### config.mk
export PLATFORM = sky130hd
export DESIGN_NAME = mmio_timer
export DESIGN_NICKNAME = d
export VERILOG_FILES = /design/src/logic/lsu_pkg.sv /design/src/logic/mmio_timer.sv
export SDC_FILE = /design/constraint.sdc
export NUM_CORES = 1
export LEC_CHECK = 0
export BUFFER_PORTS_ARGS = -buffer_cell sky130_fd_sc_hd__buf_2
export CORE_MARGIN = 1
export CORE_UTILIZATION = 51
export DETAILED_ROUTE_END_ITERATION = 6
export GPL_ROUTABILITY_DRIVEN = 0
export GPL_TIMING_DRIVEN = 1
export PLACE_DENSITY = 0.71
export SETUP_SLACK_MARGIN = 0.3
export SKIP_CTS_REPAIR_TIMING = 1
export SYNTH_ARGS = -nofsm -noshare
export SYNTH_HDL_FRONTEND = slang
export SYNTH_SLANG_ARGS = --single-unit
### constraint.sdc
create_clock -name clk_i -period 3.11 [get_ports clk_i]
set_input_delay 0.4665 -clock clk_i [delete_from_list [all_inputs] [get_ports clk_i]]
set_output_delay 0.4665 -clock clk_i [all_outputs]
set_load 0.05 [all_outputs]
### src/logic/lsu_pkg.sv
`default_nettype none

package lsu_pkg;

    // ----------------------------------------------------------
    // Vector types
    // ----------------------------------------------------------

    typedef logic [31:0] data_word_t;
    typedef logic [31:0] address_t;

    // Word index into the data memory, taken from address bits 9 to 2
    typedef logic [7:0] dmem_index_t;

    // ----------------------------------------------------------
    // Memory map and sizes
    // ----------------------------------------------------------

    // Low timer word, the high word follows four bytes above
    localparam address_t TIMER_START = 32'h0000_0100;
    localparam address_t TIMER_END = 32'h0000_0108;

    // Everything above the IO region is cachable RAM
    localparam address_t IO_END = 32'h0000_0FFF;
    localparam address_t RAM_START = 32'h0000_1000;

    localparam int DMEM_WORDS = 256;
    localparam int MEM_LATENCY = 2;
    localparam int STB_DEPTH = 4;

    // Pointer width of the store buffer, its count is one bit wider
    localparam int STB_PTR_W = $clog2(STB_DEPTH);

    // ----------------------------------------------------------
    // Operations and channels
    // ----------------------------------------------------------

    typedef enum logic [1:0] {
        LDB,
        LDH,
        LDW
    } ldu_uop_e;

    typedef struct packed {
        ldu_uop_e uop;
        logic     signed_load;
    } ldu_uop_t;

    typedef struct packed {
        address_t   address;
        data_word_t data;
    } store_entry_t;

    typedef struct packed {
        logic     request;
        address_t address;
    } load_request_t;

    typedef struct packed {
        logic       valid;
        data_word_t data;
    } load_response_t;

    typedef struct packed {
        logic         valid;
        store_entry_t entry;
    } mem_write_t;

endpackage : lsu_pkg

`default_nettype wire

### src/logic/mmio_timer.sv
`default_nettype none

module mmio_timer import lsu_pkg::*; (
    input  wire logic clk_i,
    input  wire logic rst_n_i,
    input  wire logic select_high_i,
    output data_word_t timer_data_o
);

    logic [63:0] count_q;

    // Free running cycle counter, zero in the first cycle out of reset
    always_ff @(posedge clk_i) begin
        if (!rst_n_i) begin
            count_q <= '0;
        end else begin
            count_q <= count_q + 64'd1;
        end
    end

    // Address bit 2 picks the word
    assign timer_data_o = select_high_i ? count_q[63:32] : count_q[31:0];

endmodule : mmio_timer

`default_nettype wire

==> metrics.md <==
| Metric | Value |
|---|---|
| Num rows | 29 |
| Via count of the first global-routing pass | 2,616 |
| IO Port Bufs | 34 |
| Number of CTS-inserted buffers | 9 |
| Finish-stage setup viols | 0 |
| Worst Path Required | 3.38 ns |
| DR iter-0 viols | 98 |
| Worst-case headroom to the max-slew limit | 37.4% |
| Number of instances in the synthesized netlist | 393 |
| Per-cell via count in the routed design | 5.85 |
| Floorplan die area | 6830 um^2 |
| Max stage delay cell, worst path | sky130_fd_sc_hd__nor4_1 |
| Area of the multi-input gates | 1960 um^2 |
| Clock transition at path regs | 0.07 ns |
| P per Cell Area | 425 nW/um^2 |
| Most flop-heavy register | count_q |
| Total count of hold-check failures in the final report | 0 |
| Filler instances | 591 |
| Largest registers ranked by flip-flop count | count_q (64) |
| Maximum clock frequency | 411 MHz |
| GRT Total Usage | 25.0% |
| Flip-flop count of the largest register after layout | 64 |
| Number of max-slew violations in the final report | 0 |
| Endpoint of the most critical setup path | count_q[39] |
| Nets@finish | 434 |
| Number of clock sinks | 64 |
| Layout Skew | 0.00877 ns |
| Cell class contributing the biggest share of worst-path delay | simple AND/OR/NAND/NOR gates |
| RSZ-0062 raised after global routing | false |
| Worst setup path startpoint | count_q[4] |
| Number of remaining DRC errors | 0 |
| Hold Path Origin | rst_n_i |
| End of the worst register-to-register path | count_q[39] |
| Setup tns final | 0 ns |
| Status | finished, final reports clean |
| Warnings from Yosys | 0 |
| Category of the worst setup path launch point | flip-flop |
| Count of nets left with antenna violations after detail routing | 0 |
| Core region area | 6310 um^2 |
| IR Drop Worst-Case VDD | 0.241 mV |
| List of cells traversed by the critical path | nand4_1 > nor4_1 > nand3_1 > or4_1 > a21oi_1 |
| Y dimension of the die | 82.6 um |
| Leakage power | 1.32 nW |
| Synth unique cells | 31 |
| CTS tree | yes |
| Initial core utilization | 52.5% |
| Sequential cell area fraction in the yosys report | 38.7% |
| Aggregate routed wire length | 8.09 mm |
| Count of buffer and inverter cells on the critical path | 0 |
| Half-perimeter wire length after placement | 5.61 mm |
| Die Span X | 82.6 um |
| Number of primary I/O pins | 35 |
| Max-capacitance violation count | 0 |
| Buffer type at the clock tree root | sky130_fd_sc_hd__clkbuf_8 |
| R2r setup slk | 0.68 ns |
| Syn nets | 397 |
| Crit. path cell count | 5 |
| Number of iterations in the first detailed-routing pass | 4 |
| Startpoint of the worst register-to-register path | count_q[4] |
| CP Max Fanout | 9 |
| Flops & latches, synth | 64 |
| Routed vias | 2,994 |
| Pin count of the biggest net entering global routing | 41 |
| Class of the tightest hold or removal check | primary input to flip-flop |
| Data arrival time of the critical path | 2.70 ns |
| Fraction of layout instances using a drive strength above 1 | 20.5% |
| Worst-margin pin slew | 0.931 ns |
| Most used cells in the layout excluding fill and tap cells | sky130_fd_sc_hd__dfxtp_1 (64), sky130_fd_sc_hd__nor2_1 (41), sky130_fd_sc_hd__nand2_1 (34), sky130_fd_sc_hd__buf_2 (34), sky130_fd_sc_hd__a21oi_1 (30) |
| Cell area after synthesis | 3310 um^2 |
| Final clock period utilization by the worst path | 78.3% |
| CTS max path bufs | 2 |
| Category of the critical setup timing path | flip-flop to flip-flop |
| Number of H-tree levels | 3 |
| Antenna Diode Count | 0 |
| Growth of design area from synthesis to finish | 13.7% |
| R2r worst-path depth | 5 |
| Stage delay of the slowest cell on the critical path | 0.54 ns |
| FF/Latch Area | 1280 um^2 |
| Global-route wire length before repair | 12.6 mm |
| Crit path capture type | flip-flop |
| Clock latency at the later pin of the worst-skew pair | 0.34 ns |
| Post-route total power | 1.60 mW |
| Routed length per instance | 15.8 um |
| Time the final worst path needs with I/O delays and setup | 2.43 ns |
| Number of antenna violations at the first check in global routing | 0 |
| Global route overflow | 0 |
| Avg Cell Area, Syn | 8.43 um^2 |
| Commonest non-fill, non-tap cell in the layout | sky130_fd_sc_hd__dfxtp_1 |
[layer usage]
metal / vias up / track usage [%] / share of wire [%]
met5: - / 0 / 0
met4: 0 / 11.7 / 2.4
met3: 16 / 5.27 / 3.2
met2: 51 / 39.5 / 47
met1: 1404 / 32.6 / 48
li1: 1523 / - / -
[power by group]
| part | leakage, nW | switching [mW] | internal (mW) |
|---|---|---|---|
| Clock | 0.103 | 0.317 | 0.412 |
| Combinational | 0.706 | 0.0337 | 0.0132 |
| Sequential | 0.516 | 0.00436 | 0.823 |
[worst min-delay path by stage]
stage | cells past startpoint | slack [ns] | to
2_1_floorplan | 1 | 0.45 | count_q[0]
3_3_place_gp | 2 | 0.47 | count_q[63]
3_5_place_dp | 2 | 0.49 | count_q[59]
4_1_cts | 2 | 0.39 | count_q[1]
5_1_grt | 2 | 0.40 | count_q[1]
6_report | 2 | 0.39 | count_q[1]
[synth_stat cells (all sizes together)]
master  instances  area (um^2)
dfxtp          64         1280
nor2           41          154
nand2          34          128
a21oi          30          150
mux2           29          327
o21ai          26          130
nand4          24          165
or3            24          150
nand3          21          110
xor2           18          158
clkbuf         12         45.0
xnor2          12          105
nor4           10         83.8
or4            10         75.1
and4            7         61.3
inv             7         26.3
o31ai           7         52.6
nor3            6         30.0
and2            2         12.5
and3            2         12.5
o21bai          2         15.0
buf             1         3.75
ha              1         12.5
nand2b          1         6.26
or2             1         6.26
or4b            1         13.8
[cell families (layout without fill, tap and decap cells)]
family / Yosys count / count (layout) / synth area share (%)
compound gates: 65 / 65 / 10.5
xor+xnor: 30 / 30 / 7.93
fa+ha+maj: 1 / 1 / 0.377
buf+inv: 20 / 62 / 2.26
flops: 64 / 64 / 38.7
mux: 29 / 29 / 9.85
simple gates: 184 / 184 / 30.4
[cell type report]
| cell class | count | area share, % |
|---|---|---|
| clock buffer | 13 | 4.22 |
| clock inverter | 3 | 1.06 |
| inverter | 7 | 0.697 |
| multi-input combinational | 309 | 52.0 |
| sequential | 64 | 34.0 |
| tap | 77 | 2.56 |
| timing repair buffer | 39 | 5.51 |
[stage by stage]
| stage | std cells | area, um^2 | setup slack [ns] | utilization, % | hold WS (ns) |
|---|---|---|---|---|---|
| 2_1_floorplan | 393 | 3310 | 0.671 | - | 0.447 |
| 3_3_place_gp | 496 | 3570 | 0.806 | 56.5 | 0.467 |
| 4_1_cts | 512 | 3770 | 0.698 | 59.7 | 0.389 |
| 3_5_place_dp | 496 | 3570 | 0.712 | 56.5 | 0.490 |
| 5_1_grt | 512 | 3770 | 0.415 | 59.7 | 0.403 |
| 6_report | 512 | 3770 | 0.676 | 59.7 | 0.390 |
Note: power is estimated with default switching activity, not from simulation.
