[src/logic/lsu_pkg.sv]
`default_nettype none

package lsu_pkg;

    // ----------------------------------------------------------
    // Vector types
    // ----------------------------------------------------------

    typedef logic [31:0] data_word_t;
    typedef logic [31:0] address_t;

    // Word index into the data memory, taken from address bits 9 to 2
    typedef logic [7:0] dmem_index_t;

    // ----------------------------------------------------------
    // Memory map and sizes
    // ----------------------------------------------------------

    // Low timer word, the high word follows four bytes above
    localparam address_t TIMER_START = 32'h0000_0100;
    localparam address_t TIMER_END = 32'h0000_0108;

    // Everything above the IO region is cachable RAM
    localparam address_t IO_END = 32'h0000_0FFF;
    localparam address_t RAM_START = 32'h0000_1000;

    localparam int DMEM_WORDS = 256;
    localparam int MEM_LATENCY = 2;
    localparam int STB_DEPTH = 4;

    // Pointer width of the store buffer, its count is one bit wider
    localparam int STB_PTR_W = $clog2(STB_DEPTH);

    // ----------------------------------------------------------
    // Operations and channels
    // ----------------------------------------------------------

    typedef enum logic [1:0] {
        LDB,
        LDH,
        LDW
    } ldu_uop_e;

    typedef struct packed {
        ldu_uop_e uop;
        logic     signed_load;
    } ldu_uop_t;

    typedef struct packed {
        address_t   address;
        data_word_t data;
    } store_entry_t;

    typedef struct packed {
        logic     request;
        address_t address;
    } load_request_t;

    typedef struct packed {
        logic       valid;
        data_word_t data;
    } load_response_t;

    typedef struct packed {
        logic         valid;
        store_entry_t entry;
    } mem_write_t;

endpackage : lsu_pkg

`default_nettype wire

[src/logic/load_unit.sv]
`default_nettype none

module load_unit import lsu_pkg::*; (
    input  wire logic           clk_i,
    input  wire logic           rst_n_i,
    input  wire logic           valid_operation_i,
    input  wire address_t       load_address_i,
    input  wire ldu_uop_t       operation_i,
    input  wire data_word_t     timer_data_i,
    output load_request_t       load_request_o,
    input  wire load_response_t load_response_i,
    input  wire logic           stu_address_match_i,
    input  wire data_word_t     stu_forwarded_data_i,
    input  wire logic           stb_address_match_i,
    input  wire data_word_t     stb_forwarded_data_i,
    output data_word_t          data_loaded_o,
    output logic                data_valid_o,
    output logic                idle_o,
    output logic                cachable_o
);

    typedef enum logic {
        IDLE,
        WAIT
    } load_state_e;

    load_state_e state_q;
    ldu_uop_t    operation_q;
    address_t    address_q;
    data_word_t  forwarded_q;
    logic        match_q;
    logic        cachable_q;

    logic       timer_access;
    logic       cachable;
    logic       forward_hit;
    data_word_t forward_word;
    logic       done;
    logic       accept;
    data_word_t data_selected;
    data_word_t data_sliced;

    // ----------------------------------------------------------
    // Address decode and forwarding priority
    // ----------------------------------------------------------

    assign timer_access = (load_address_i >= TIMER_START) && (load_address_i < TIMER_END);
    assign cachable = load_address_i > IO_END;

    // The store unit holds the youngest store, so it wins over the buffer
    assign forward_hit = stu_address_match_i | stb_address_match_i | timer_access;

    always_comb begin
        if (stu_address_match_i) begin
            forward_word = stu_forwarded_data_i;
        end else if (stb_address_match_i) begin
            forward_word = stb_forwarded_data_i;
        end else begin
            forward_word = timer_data_i;
        end
    end

    // ----------------------------------------------------------
    // FSM
    // ----------------------------------------------------------

    // A forwarded word completes one cycle after the operation,
    // a memory load completes when the response comes back
    assign done = (state_q == WAIT) && (match_q || load_response_i.valid);

    // A new operation may also arrive in the cycle that completes the previous one
    assign accept = valid_operation_i && ((state_q == IDLE) || done);

    always_ff @(posedge clk_i) begin
        if (!rst_n_i) begin
            state_q <= IDLE;
            match_q <= 1'b0;
        end else if (accept) begin
            state_q <= WAIT;
            match_q <= forward_hit;
        end else if (done) begin
            state_q <= IDLE;
            match_q <= 1'b0;
        end
    end

    // Operation, address and forwarded word of the load in flight
    always_ff @(posedge clk_i) begin
        if (accept) begin
            operation_q <= operation_i;
            address_q <= load_address_i;
            forwarded_q <= forward_word;
            cachable_q <= cachable;
        end
    end

    // Only a miss goes to the data memory
    assign load_request_o.request = accept && !forward_hit;
    assign load_request_o.address = load_address_i;

    // Idle stays high through a forwarding hit so the next load can follow at once
    assign idle_o = ((state_q == IDLE) || done) && !(valid_operation_i && !forward_hit);

    assign cachable_o = (state_q == IDLE) ? cachable : cachable_q;

    // ----------------------------------------------------------
    // Result slicing
    // ----------------------------------------------------------

    assign data_selected = match_q ? forwarded_q : load_response_i.data;

    always_comb begin : slice
        logic [7:0]  byte_sel;
        logic [15:0] half_sel;

        byte_sel = data_selected[{address_q[1:0], 3'b000} +: 8];
        half_sel = data_selected[{address_q[1], 4'b0000} +: 16];

        case (operation_q.uop)
            LDB: begin
                if (operation_q.signed_load) begin
                    data_sliced = {{24{byte_sel[7]}}, byte_sel};
                end else begin
                    data_sliced = {24'b0, byte_sel};
                end
            end

            LDH: begin
                if (operation_q.signed_load) begin
                    data_sliced = {{16{half_sel[15]}}, half_sel};
                end else begin
                    data_sliced = {16'b0, half_sel};
                end
            end

            // Whole words pass unchanged
            default: begin
                data_sliced = data_selected;
            end
        endcase
    end

    assign data_loaded_o = data_sliced;
    assign data_valid_o = done;

    // ----------------------------------------------------------
    // Checks
    // ----------------------------------------------------------

    a_half_aligned: assert property (@(posedge clk_i) disable iff (!rst_n_i)
        (valid_operation_i && operation_i.uop == LDH) |-> !load_address_i[0]);

    a_word_aligned: assert property (@(posedge clk_i) disable iff (!rst_n_i)
        (valid_operation_i && operation_i.uop == LDW) |-> load_address_i[1:0] == 2'b00);

    // The issuer must not send a load while one is still outstanding
    a_no_op_while_busy: assert property (@(posedge clk_i) disable iff (!rst_n_i)
        valid_operation_i |-> (state_q == IDLE) || done);

endmodule : load_unit

`default_nettype wire

[config.mk]
export PLATFORM = sky130hd
export DESIGN_NAME = load_unit
export DESIGN_NICKNAME = d
export VERILOG_FILES = /design/src/logic/lsu_pkg.sv /design/src/logic/load_unit.sv
export SDC_FILE = /design/constraint.sdc
export NUM_CORES = 1
export LEC_CHECK = 0
export BUFFER_PORTS_ARGS = -buffer_cell sky130_fd_sc_hd__clkbuf_2
export CORE_AREA = 2 2 91 93
export DETAILED_ROUTE_END_ITERATION = 6
export DIE_AREA = 0 0 93 95
export MAX_ROUTING_LAYER = met4
export PLACE_DENSITY_LB_ADDON = 0.3
export SLEW_MARGIN = 30
export SYNTH_ARGS = -nofsm -noshare
export SYNTH_HDL_FRONTEND = slang
export SYNTH_SLANG_ARGS = --single-unit
[constraint.sdc]
create_clock -name clk_i -period 5.9 [get_ports clk_i]
set_input_delay 0.295 -clock clk_i [delete_from_list [all_inputs] [get_ports clk_i]]
set_output_delay 0.295 -clock clk_i [all_outputs]
set_load 0.005 [all_outputs]
==> run_results.csv <==
group,metric,value,unit
layout,syn2layout_area_growth,33.97,%
clock_network,cts_resized,0,
sta,final.setup.tns,0,ns
power,ir_worst_vdd,0.09171,mV
detailed_routing,drt_iter0_drc,183,
synth,synth_top_family_by_area,"multiplexers",
sta,period_minus_slack,3.156,ns
sta,whs,0.1907,ns
setup_path,r2r_start,"match_q$_SDFFE_PN0P_",
detailed_routing,drc,0,
layout,drive_gt1_frac,0.4914,
layout,nFillCells,769,
synth,synth_cells,334,
clock_network,clock_path_buffers,2,
outcome,status,"finished clean",
clock_network,cts_setup_buffers,0,
floorplan,start_util,0.4061,
sta,timing.final.crit_share,0.5350,
synth,yosys.cell_types.count,39,
setup_path,critPathRequiredTime,5.61,ns
synth,synthMuxAreaShare,0.2289,
sta,fmax,0.3168,GHz
synth,async_reset_ff_frac,0,
placed_design,hpwl,8.356,mm
synth,netlist_area,3219,sq um
global_route,grt_pass1_wl,15.41,mm
clock_network,htree_levels,2,
global_route,grt_pass1_vias,3031,
clock_network,clk_latency,0.29,ns
synth,ys_ff_latch,40,
synth,synth_ff_type,"edfxtp_1",
layout,diodes,0,
clock_network,ctsHoldBuffers,0,
floorplan,rows,33,
detailed_routing,wire_per_inst,16.24,microns
synth,synth_enable_flop_cells,38,
placed_design,placed_area,4235,sq um
power,power_density,180.9,nW/um^2
setup_path,path_cells,"buf_4, mux4_1, and3_1, nand2b_1, o21bai_1, clkbuf_2",
synth,yosys.area_share.adder,0,
synth,syn-num-nets,503,
sta,slew_headroom,0.5316,
layout,mostFrequentLayoutCells,"clkbuf_2, mux2i_1, nand2_1, edfxtp_1, o21ai_0",
sta,slew_violations,0,
synth,ys_seq_area_frac,0.3669,
sta,rsz0062_at_grt,"no",
floorplan,num_io_pins,237,
floorplan,die_height,95,microns
sta,setup_violations,0,
detailed_routing,dr.pass1.iters,4,
setup_path,crit_family,"simple AND/OR/NAND/NOR gates",
floorplan,dieArea,8835,sq um
clock_network,cts_sinks,40,
hold_path,whs_path_depth,1,
layout,final_common_cell,"clkbuf_2",
floorplan,core_region_area,7928,sq um
layout,finalNetCount,692,
clock_network,cts_tree,"yes",
setup_path,critPathMaxFanout,38,
setup_path,endpoint_kind,"output port",
placed_design,pre_cts_ws,3.084,ns
placed_design,io_buffers,234,
synth,synthXorXnorAreaFrac,0,
sta,worst_slack,2.744,ns
sta,finalHoldViolCount,0,
global_route,grtUsageTotal,0.2332,
layout,regArea,1182,sq um
job,maxCapViolCount,0,
synth,yosys_warnings,0,
detailed_routing,drtAntennaViolNets,0,
layout,multi_input_area,1687,sq um
global_route,grt_max_degree,66,
hold_path,min_from,"operation_i[1]",
global_route,grt-ovfl-total,0,
hold_path,hold_path.class,"primary input to flip-flop",
global_route,antenna_found_initial,0,
synth,synth_area_per_cell,9.639,sq um
setup_path,crit_path_top_delay_cell,"mux4_1",
setup_path,path_class,"flip-flop to output port",
setup_path,r2r-end,"forwarded_q[10]$_DFFE_PP_",
placed_design,gp_congestion,0.8404,
setup_path,cp_num_buf_inv,2,
clock_network,cts.clk_slew.worst_paths,0.08,ns
clock_network,cts_buffers,5,
layout,stdcell_area,4313,sq um
setup_path,rrSetupSlack,3.81,ns
sta,worst_pin_slew,0.7026,ns
synth,synth_simple_gate_area_share,0.1135,
clock_network,cts-root-buf,"clkbuf_8",
setup_path,start_kind,"flip-flop",
detailed_routing,vias,3221,
power,p_leak,2.192,nW
setup_path,slowest_delay,0.65,ns
hold_path,holdPathEnd,"operation_q[1]$_DFFE_PP_",
detailed_routing,vias_per_cell,5.129,
setup_path,reg2reg_depth,4,
setup_path,crit_path_start,"match_q$_SDFFE_PN0P_",
sta,fin_skew,0.003017,ns
synth,synth_compound_gate_area_share,0.1792,
floorplan,die_width,93,microns
setup_path,critPathArrivalTime,2.86,ns
detailed_routing,wl,10.20,mm
[worst max-delay path by stage]
stage	to	cells after the start
2_1_floorplan	load_request_o[32]	4
4_1_cts	data_loaded_o[23]	6
6_report	data_loaded_o[24]	6
3_5_place_dp	data_loaded_o[23]	6
3_3_place_gp	data_loaded_o[24]	6
5_1_grt	data_loaded_o[31]	6
[final cells by class]
type,instances,share of cell area
clock buffers,6,0.01683
multi-input cells,234,0.3911
clock inverters,1,0.001160
well taps,105,0.03046
repair buffers,237,0.2820
flip-flops and latches,40,0.2742
inverters,5,0.004352
[power breakdown]
part	switching [mW]	total (mW)	internal, mW
logic	0.129	0.259	0.131
registers	0.0121	0.350	0.337
clock network	0.0908	0.171	0.0804
total	0.232	0.780	0.549
[state kept, by name, indices dropped and copies added, names as in the netlist]
register,cells
state_q,1
address_q,2
cachable_q,1
operation_q,3
forwarded_q,32
match_q,1
[kinds of logic after synthesis]
kind of cell | count (synthesis)
simple gates | 76
buf+inv | 60
flops | 40
compound gates | 88
mux | 70
[layer usage]
metal / up-vias / routed length [microns] / track usage
li1: 1595 / - / -
met1: 1471 / 4407 / 0.3094
met2: 139 / 5084 / 0.3762
met3: 16 / 557 / 0.03911
met4: 0 / 147 / 0.05515
met5: - / 0 / -
[synthesized netlist by cell type (2+ instances only)]
library cell  number  share of area
a211o_1            8          0.022
a21o_1             5          0.012
a21oi_1            6         0.0093
a221o_1            2         0.0062
a22oi_1            7          0.016
and3_1             4         0.0078
buf_1              4         0.0047
buf_2              5         0.0078
buf_4             32          0.075
clkbuf_1          13          0.015
dfxtp_1            2          0.012
edfxtp_1          38           0.35
inv_1              5         0.0058
mux2_2             6          0.021
mux2i_1           62           0.19
nand2_1           38          0.044
nand2b_1           2         0.0039
nor2_1            12          0.014
nor2b_1            3         0.0058
nor3_1             2         0.0031
nor3b_1            2         0.0047
nor4_1             5         0.0097
o21ai_0           35          0.054
o21bai_1          11          0.026
o22ai_1           10          0.019
or3b_2             2         0.0054
[metrics by stage]
step / cells / util / total power [mW]
floorplan: 334 / - / 0.4981
global placement: 620 / 0.5305 / 0.6072
detailed placement: 621 / 0.5342 / 0.6162
CTS: 628 / 0.5440 / 0.7863
global route: 628 / 0.5440 / 0.8276
finish: 628 / 0.5440 / 0.7803
(Power assumes the default switching activity.)
