--- src/logic/lsu_pkg.sv ---
`default_nettype none

package lsu_pkg;

    // ----------------------------------------------------------
    // Vector types
    // ----------------------------------------------------------

    typedef logic [31:0] data_word_t;
    typedef logic [31:0] address_t;

    // Word index into the data memory, taken from address bits 9 to 2
    typedef logic [7:0] dmem_index_t;

    // ----------------------------------------------------------
    // Memory map and sizes
    // ----------------------------------------------------------

    // Low timer word, the high word follows four bytes above
    localparam address_t TIMER_START = 32'h0000_0100;
    localparam address_t TIMER_END = 32'h0000_0108;

    // Everything above the IO region is cachable RAM
    localparam address_t IO_END = 32'h0000_0FFF;
    localparam address_t RAM_START = 32'h0000_1000;

    localparam int DMEM_WORDS = 256;
    localparam int MEM_LATENCY = 2;
    localparam int STB_DEPTH = 4;

    // Pointer width of the store buffer, its count is one bit wider
    localparam int STB_PTR_W = $clog2(STB_DEPTH);

    // ----------------------------------------------------------
    // Operations and channels
    // ----------------------------------------------------------

    typedef enum logic [1:0] {
        LDB,
        LDH,
        LDW
    } ldu_uop_e;

    typedef struct packed {
        ldu_uop_e uop;
        logic     signed_load;
    } ldu_uop_t;

    typedef struct packed {
        address_t   address;
        data_word_t data;
    } store_entry_t;

    typedef struct packed {
        logic     request;
        address_t address;
    } load_request_t;

    typedef struct packed {
        logic       valid;
        data_word_t data;
    } load_response_t;

    typedef struct packed {
        logic         valid;
        store_entry_t entry;
    } mem_write_t;

endpackage : lsu_pkg

`default_nettype wire

--- src/logic/store_unit.sv ---
`default_nettype none

module store_unit import lsu_pkg::*; (
    input  wire logic       clk_i,
    input  wire logic       rst_n_i,
    input  wire logic       store_valid_i,
    input  wire address_t   store_address_i,
    input  wire data_word_t store_data_i,
    input  wire address_t   load_address_i,
    input  wire logic       stb_full_i,
    output logic            push_o,
    output store_entry_t    push_entry_o,
    output logic            address_match_o,
    output data_word_t      forwarded_data_o,
    output logic            idle_o
);

    logic         busy_q;
    store_entry_t entry_q;

    // The held store leaves as soon as the buffer has room
    assign push_o = busy_q && !stb_full_i;

    always_ff @(posedge clk_i) begin
        if (!rst_n_i) begin
            busy_q <= 1'b0;
        end else if (store_valid_i) begin
            busy_q <= 1'b1;
        end else if (push_o) begin
            busy_q <= 1'b0;
        end
    end

    always_ff @(posedge clk_i) begin
        if (store_valid_i) begin
            entry_q.address <= store_address_i;
            entry_q.data <= store_data_i;
        end
    end

    assign push_entry_o = entry_q;
    assign idle_o = !busy_q;

    // Stores are whole words, so a word address match forwards the full word
    assign address_match_o = busy_q && (entry_q.address[31:2] == load_address_i[31:2]);
    assign forwarded_data_o = entry_q.data;

    a_no_store_while_busy: assert property (@(posedge clk_i) disable iff (!rst_n_i)
        store_valid_i |-> !busy_q);

    a_store_in_ram: assert property (@(posedge clk_i) disable iff (!rst_n_i)
        store_valid_i |-> (store_address_i >= RAM_START) && (store_address_i[1:0] == 2'b00));

endmodule : store_unit

`default_nettype wire

--- config.mk ---
export PLATFORM = sky130hd
export DESIGN_NAME = store_unit
export DESIGN_NICKNAME = d
export VERILOG_FILES = /design/src/logic/lsu_pkg.sv /design/src/logic/store_unit.sv
export SDC_FILE = /design/constraint.sdc
export NUM_CORES = 1
export LEC_CHECK = 0
export BUFFER_PORTS_ARGS = -buffer_cell sky130_fd_sc_hd__buf_2
export CORE_MARGIN = 2
export CORE_UTILIZATION = 35
export CTS_CLUSTER_SIZE = 10
export DETAILED_ROUTE_END_ITERATION = 7
export PLACE_DENSITY_LB_ADDON = 0.25
export RECOVER_POWER = 50
export SKIP_LAST_GASP = 1
export SYNTH_ARGS = -nofsm -noshare
export SYNTH_HDL_FRONTEND = slang
export SYNTH_SLANG_ARGS = --single-unit
--- constraint.sdc ---
create_clock -name clk_i -period 1.2 [get_ports clk_i]
set_input_delay 0.18 -clock clk_i [delete_from_list [all_inputs] [get_ports clk_i]]
set_output_delay 0.18 -clock clk_i [all_outputs]
set_load 0.03 [all_outputs]
==> results of run 1 <==
## how the worst max path moves through the flow
stage	start	end	slack (ps)	depth (start not counted)
after floorplan	push_entry_o[53]	address_match_o	-640	4
after global placement	push_entry_o[53]	address_match_o	-590	5
after detailed placement	push_entry_o[53]	address_match_o	-590	5
after CTS	push_entry_o[50]	address_match_o	-910	5
after global routing	push_entry_o[50]	address_match_o	-1000	5
final	push_entry_o[45]	address_match_o	-820	5
## cell type report
| type | instances | area [um2] |
|---|---|---|
| clock inverter | 4 | 20.0 |
| timing repair buffer | 206 | 1090 |
| clock buffer | 12 | 135 |
| sequential | 65 | 1940 |
| fill | 685 | 3450 |
| multi-input combinational | 43 | 375 |
| inverter | 1 | 3.75 |
| tap | 99 | 124 |
## sequential cells by signal, summed over array words and instances, names as in the netlist
signal	count
busy_q	1
push_entry_o	32
forwarded_data_o	32
## per-layer routing
| layer | wire [um] | up-vias | share of wire, % |
|---|---|---|---|
| li1 | - | 850 | - |
| met1 | 1970 | 807 | 35 |
| met2 | 2780 | 129 | 50 |
| met3 | 700 | 11 | 13 |
| met4 | 110 | 0 | 2.0 |
| met5 | 0 | - | 0 |
## cell usage after synthesis
cell type,instances
sky130_fd_sc_hd__xnor2_1,11
sky130_fd_sc_hd__nor2_1,1
sky130_fd_sc_hd__nor4_2,1
sky130_fd_sc_hd__nor2b_1,1
sky130_fd_sc_hd__nor4_1,5
sky130_fd_sc_hd__a21oi_1,1
sky130_fd_sc_hd__inv_1,1
sky130_fd_sc_hd__xor2_1,19
sky130_fd_sc_hd__nand4_1,4
sky130_fd_sc_hd__dfxtp_1,1
sky130_fd_sc_hd__edfxtp_1,64
sky130_fd_sc_hd__buf_4,32
## per-stage QoR
step                      total power (uW)  std cells  cell area [um2]
after floorplan                       3600        141             2540
after global placement                3950        407             3450
after detailed placement              3960        407             3450
after CTS                             5510        429             3700
after global routing                  5660        430             3690
final                                 5410        430             3690
## logic make-up (layout without fill, tap and decap cells)
family / count (synthesis) / count (layout) / share of synthesized area (%)
XOR/XNOR: 30 / 30 / 10.4
AO/OA/AOI/OAI: 1 / 1 / 0.197
flip-flops: 65 / 65 / 76.7
AND/OR/NAND/NOR: 12 / 12 / 3.11
buffers and inverters: 33 / 223 / 9.63
## power by group through the flow
stage | combinational [uW] | sequential, uW | clock [uW]
finish | 1140 | 2790 | 1480
global route | 1200 | 2820 | 1640
CTS | 1150 | 2800 | 1550
detailed placement | 1130 | 2840 | 0
global placement | 1120 | 2830 | 0
floorplan | 404 | 3200 | 0
## cells in the final DEF, fill, tap and decap left out, types with 2 or more instances in the layout
cell type / netlist / routed
sky130_fd_sc_hd__buf_6: 0 / 2
sky130_fd_sc_hd__dlygate4sd3_1: 0 / 7
sky130_fd_sc_hd__nor4_2: 1 / 2
sky130_fd_sc_hd__buf_2: 0 / 192
sky130_fd_sc_hd__clkbuf_4: 0 / 2
sky130_fd_sc_hd__buf_4: 32 / 2
sky130_fd_sc_hd__clkinv_1: 0 / 2
sky130_fd_sc_hd__edfxtp_1: 64 / 64
sky130_fd_sc_hd__nand4_1: 4 / 4
sky130_fd_sc_hd__nor4_1: 5 / 3
sky130_fd_sc_hd__clkbuf_1: 0 / 4
sky130_fd_sc_hd__xor2_1: 19 / 19
sky130_fd_sc_hd__xnor2_1: 11 / 11
sky130_fd_sc_hd__clkbuf_8: 0 / 9
## repair_timing
item                                   4_1_cts  5_1_grt
pin swaps                                    3        1
setup endpoints to repair                    3        2
gates cloned                                 0        0
gates resized for setup                     10        1
hold buffers                                 6        1
endpoints found under the hold margin        6        1
setup buffers                                0        0
==> qor.log, run 1 <==
INFO  clock_network  h-tree-depth=3
INFO  grt            global_route.usage.total=12.6%
INFO  critical_path  max_stage_delay=410ps
INFO  critical_path  cp-end-kind=output pin
INFO  critical_path  r2r_slack=590ps
INFO  logic_synthesis synth_seq_cells=65
INFO  route          postRouteWirelength=5560um
INFO  critical_path  timing.critical_path.cells=xor2_1 > nor4_1 > nand4_1 > nor4_4 > buf_4
INFO  run_status     failing_checks=setup timing
INFO  clock_network  cts_buffers=9
INFO  run            max_cap_violations=0
INFO  grt            met3_grt_util=5.17%
INFO  die            die-area=7930um2
INFO  critical_path  r2r_start=busy_q
INFO  clock_network  numClockSinks=65
INFO  timing         final.period_utilization=168%
INFO  critical_path  cp.buffers_inverters=1
INFO  place          place_worst_setup_slack=-586ps
INFO  hold_path      holdCritStartpoint=store_data_i[25]
INFO  clock_network  clock_insertion_delay_worst_skew=320ps
INFO  clock_network  tritoncts=yes
INFO  grt            first_global_vias=1,556
INFO  timing         slew_viol_final=0
INFO  logic_synthesis synth.cell_area=2530um2
INFO  route          num_vias=1,797
INFO  critical_path  critPathArrivalTime=1840ps
INFO  die            num_rows=31
INFO  pwr            p_comb_share=21.0%
INFO  route          dr.pass1.iters=4
INFO  logic_synthesis seq_area_frac_synth=76.7%
INFO  run_status     run_status=finished, violations left
INFO  pwr            power.share.switching=29.6%
INFO  logic_synthesis synth.distinct_cells=12
INFO  route          vias_per_cell=4.18
INFO  critical_path  worst-r2r-cell-count=2
INFO  logic_synthesis synth_nets=241
INFO  logic_synthesis netlist.area_leader.share=75.9%
INFO  final_layout   final_nets=426
INFO  die            die_width=89.1um
INFO  grt            grt_first_pass_wirelength=7070um
INFO  critical_path  timing.critical_path.required=1020ps
INFO  critical_path  crit-reg2reg-capture=busy_q
INFO  final_layout   layout-drive-gt1-share=65.0%
INFO  route          wl_per_cell=12.9um
INFO  timing         clock-skew-final=0ps
INFO  route          drc=0
INFO  pwr            power_density=1470nW/um2
INFO  critical_path  crit_path_max_fanout=2
INFO  grt            number_of_antenna_violations_at_the_first_check_in_global_routing=0
INFO  timing         setup_slack=-815ps
INFO  die            ioPinCount=199
INFO  pwr            power.share.clock=27.3%
INFO  logic_synthesis post_synth_inst_count=141
INFO  critical_path  crit_path_start_kind=flip-flop
INFO  grt            total_congestion_overflow_after_global_routing=0
INFO  final_layout   n_antenna_cell=0
INFO  timing         final-setup-viol-count=2
INFO  hold_path      hold_end=forwarded_data_o[25]
INFO  pwr            cellInternalPower=3810uW
INFO  route          route.antenna.remaining_nets=0
INFO  pwr            seqPwrFrac=51.6%
INFO  timing         fmax=0.496GHz
INFO  final_layout   synthToLayoutAreaGrowth=45.7%
INFO  logic_synthesis synthDominantAreaCellType=sky130_fd_sc_hd__edfxtp_1
INFO  logic_synthesis yosys_warnings=0
INFO  final_layout   layout.core_utilization=51.7%
INFO  hold_path      type_of_the_most_critical_hold_path=in -> reg
INFO  clock_network  clk_pin_slew_worst_paths=70ps
INFO  critical_path  worst_path_max_delay_cell=sky130_fd_sc_hd__edfxtp_1
INFO  timing         whs=25.5ps
INFO  timing         finalSetupTns=-822ps
INFO  route          drt_iter0_markers=70
INFO  critical_path  timing_worst_setup_path_type=reg -> out
INFO  die            fp.dieH=89.1um
INFO  grt            gr_util_met2=21.2%
INFO  logic_synthesis synth_area_per_inst=18.0um2
INFO  die            core_footprint=7140um2
INFO  timing         final_period_minus_worst_setup_slack=2020ps
INFO  pwr            ir_drop=0.685mV
INFO  timing         worst_pin_slew=422ps
INFO  place          place_congestion=0.734
INFO  grt            grt.met1_usage=13.2%
INFO  timing         final_hold_violations=0
INFO  hold_path      min_path_cells=1
INFO  timing         grt_setup_unrepaired=true
INFO  place          detailedPlacementHpwl=4260um
INFO  place          numPortBuffers=196
INFO  grt            gr-max-usage-layer=met2
INFO  critical_path  critical_path.top_delay_family=simple AND/OR/NAND/NOR gates
INFO  logic_synthesis synth_area_leaders=sky130_fd_sc_hd__edfxtp_1, sky130_fd_sc_hd__buf_4, sky130_fd_sc_hd__xor2_1
INFO  grt            grt_start_max_net_pins=32
INFO  clock_network  clockRootBuffer=sky130_fd_sc_hd__clkbuf_8
INFO  die            initial_utilization=35.5%
INFO  pwr            power.switching=1600uW
INFO  pwr            leakage=0.00166uW
INFO  clock_network  cts_buffer_depth=2
INFO  timing         timing.slew.headroom=71.9%
Power figures use the tool's default switching activity.
==> run 2, diff against run 1 <==
- SKIP_CTS_REPAIR_TIMING: default -> 1
==> qor.log, run 2 (synthesized netlist as in run 1, its figures left out) <==
INFO  timing         final_period_minus_worst_setup_slack=2070ps
INFO  final_layout   n_antenna_cell=0
INFO  clock_network  tritoncts=yes
INFO  place          post-place-cells=407
INFO  timing         setup_slack=-869ps
INFO  final_layout   finalNonFillerCells=424
INFO  die            num_rows=31
INFO  die            initial_utilization=35.5%
INFO  die            fp.dieH=89.1um
INFO  final_layout   ff_latch_area=1940um2
INFO  grt            global_route.usage.total=12.4%
INFO  die            die_width=89.1um
INFO  critical_path  timing_worst_setup_path_type=reg -> out
INFO  die            die-area=7930um2
INFO  critical_path  critPathArrivalTime=1890ps
INFO  die            core_footprint=7140um2
INFO  final_layout   layout.core_utilization=50.8%
INFO  critical_path  timing.critical_path.cells=xor2_1 > nor4_1 > nand4_1 > nor4_4 > buf_4
INFO  final_layout   synthToLayoutAreaGrowth=43.0%
INFO  critical_path  crit_path_max_fanout=2
INFO  route          vias_per_cell=4.19
INFO  critical_path  cp-end-kind=output pin
INFO  timing         timing.slew.headroom=68.1%
INFO  clock_network  cts_buffer_depth=2
INFO  grt            grt_first_pass_wirelength=6920um
INFO  pwr            ir_drop=0.679mV
INFO  place          detailedPlacementHpwl=4260um
INFO  grt            number_of_antenna_violations_at_the_first_check_in_global_routing=0
INFO  route          drt_iter0_markers=67
INFO  grt            total_congestion_overflow_after_global_routing=0
INFO  pwr            leakage=0.00163uW
INFO  critical_path  worst_path_max_delay_cell=sky130_fd_sc_hd__nor4_1
INFO  timing         grt_setup_unrepaired=true
INFO  route          num_vias=1,777
INFO  route          drc=0
INFO  critical_path  timing.critical_path.required=1020ps
INFO  grt            first_global_vias=1,511
INFO  die            ioPinCount=199
INFO  clock_network  clock_insertion_delay_worst_skew=320ps
INFO  clock_network  h-tree-depth=3
INFO  grt            grt_start_max_net_pins=32
INFO  route          route.antenna.remaining_nets=0
INFO  clock_network  clk_pin_slew_worst_paths=70ps
INFO  timing         final.period_utilization=172%
INFO  clock_network  numClockSinks=65
INFO  route          postRouteWirelength=5460um
INFO  timing         slew_viol_final=0
INFO  final_layout   multiInputGateArea=369um2
INFO  timing         worst_pin_slew=475ps
INFO  final_layout   layout.cells.most_common=sky130_fd_sc_hd__buf_2
INFO  final_layout   mostFrequentLayoutCells=sky130_fd_sc_hd__buf_2, sky130_fd_sc_hd__edfxtp_1, sky130_fd_sc_hd__xor2_1
INFO  final_layout   final_nets=420
INFO  clock_network  cts_buffers=9
INFO  timing         final_hold_violations=0
INFO  final_layout   nFillCells=688
INFO  timing         clock-skew-final=0ps
INFO  timing         fmax=0.483GHz
INFO  critical_path  critical_path.top_delay_family=simple AND/OR/NAND/NOR gates
INFO  route          wl_per_cell=12.9um
INFO  run_status     run_status=finished, violations left
INFO  hold_path      type_of_the_most_critical_hold_path=in -> reg
INFO  critical_path  crit_path_start_kind=flip-flop
INFO  clock_network  clockRootBuffer=sky130_fd_sc_hd__clkbuf_8
INFO  timing         final-setup-viol-count=1
INFO  place          place_congestion=0.734
INFO  run            max_cap_violations=0
INFO  run_status     failing_checks=setup timing
INFO  final_layout   layout-drive-gt1-share=65.8%
INFO  critical_path  cp.buffers_inverters=1
INFO  place          numPortBuffers=196
INFO  route          dr.pass1.iters=4
INFO  critical_path  max_stage_delay=450ps
INFO  pwr            power_density=1490nW/um2
## run 2: cell types whose count changed in the layout (fill, tap and decap cells not counted)
cell / before / now
sky130_fd_sc_hd__dlygate4sd3_1: 7 / 1
sky130_fd_sc_hd__nor4_1: 3 / 4
sky130_fd_sc_hd__nor4_2: 2 / 1
## run 2: power by group
| group | internal, uW | switching, uW | total [uW] |
|---|---|---|---|
| registers | 2700 | 93.9 | 2790 |
| clock network | 734 | 739 | 1470 |
| logic | 362 | 755 | 1120 |
## run 2: final timing paths
kind                             from          endpoint  slack, ps  depth (start not counted)
setup / recovery     push_entry_o[46]   address_match_o       -870                          5
hold / removal    store_address_i[20]  push_entry_o[52]         30                          1
setup reg to reg               busy_q            busy_q        590                          2
hold reg to reg                busy_q            busy_q        530                          2
## run 2: through the flow
stage	instance area (um2)	power (uW)	hold slack, ps	setup WS (ps)	setup TNS, ps
2_1_floorplan	2540	3600	279	-635	-635
3_3_place_gp	3450	3950	356	-586	-586
3_5_place_dp	3450	3960	358	-586	-586
4_1_cts	3610	5480	-2.70	-967	-1130
5_1_grt	3620	5640	0.402	-1010	-1050
6_report	3620	5390	25.4	-869	-869
## run 2: metal layers
layer	vias up	GRT usage (%)	part of all wire [%]
li1	838	-	-
met1	799	13.0	35
met2	129	20.6	50
met3	11	5.17	13
met4	0	7.73	2.0
met5	-	0	0
## run 2: area by class of cell
type,instances,area share (%)
Clock buffer,12,3.73
Multi-Input combinational cell,43,10.2
Tap cell,99,3.42
Clock inverter,4,0.553
Timing Repair Buffer,200,28.4
Sequential cell,65,53.6
Inverter,1,0.104
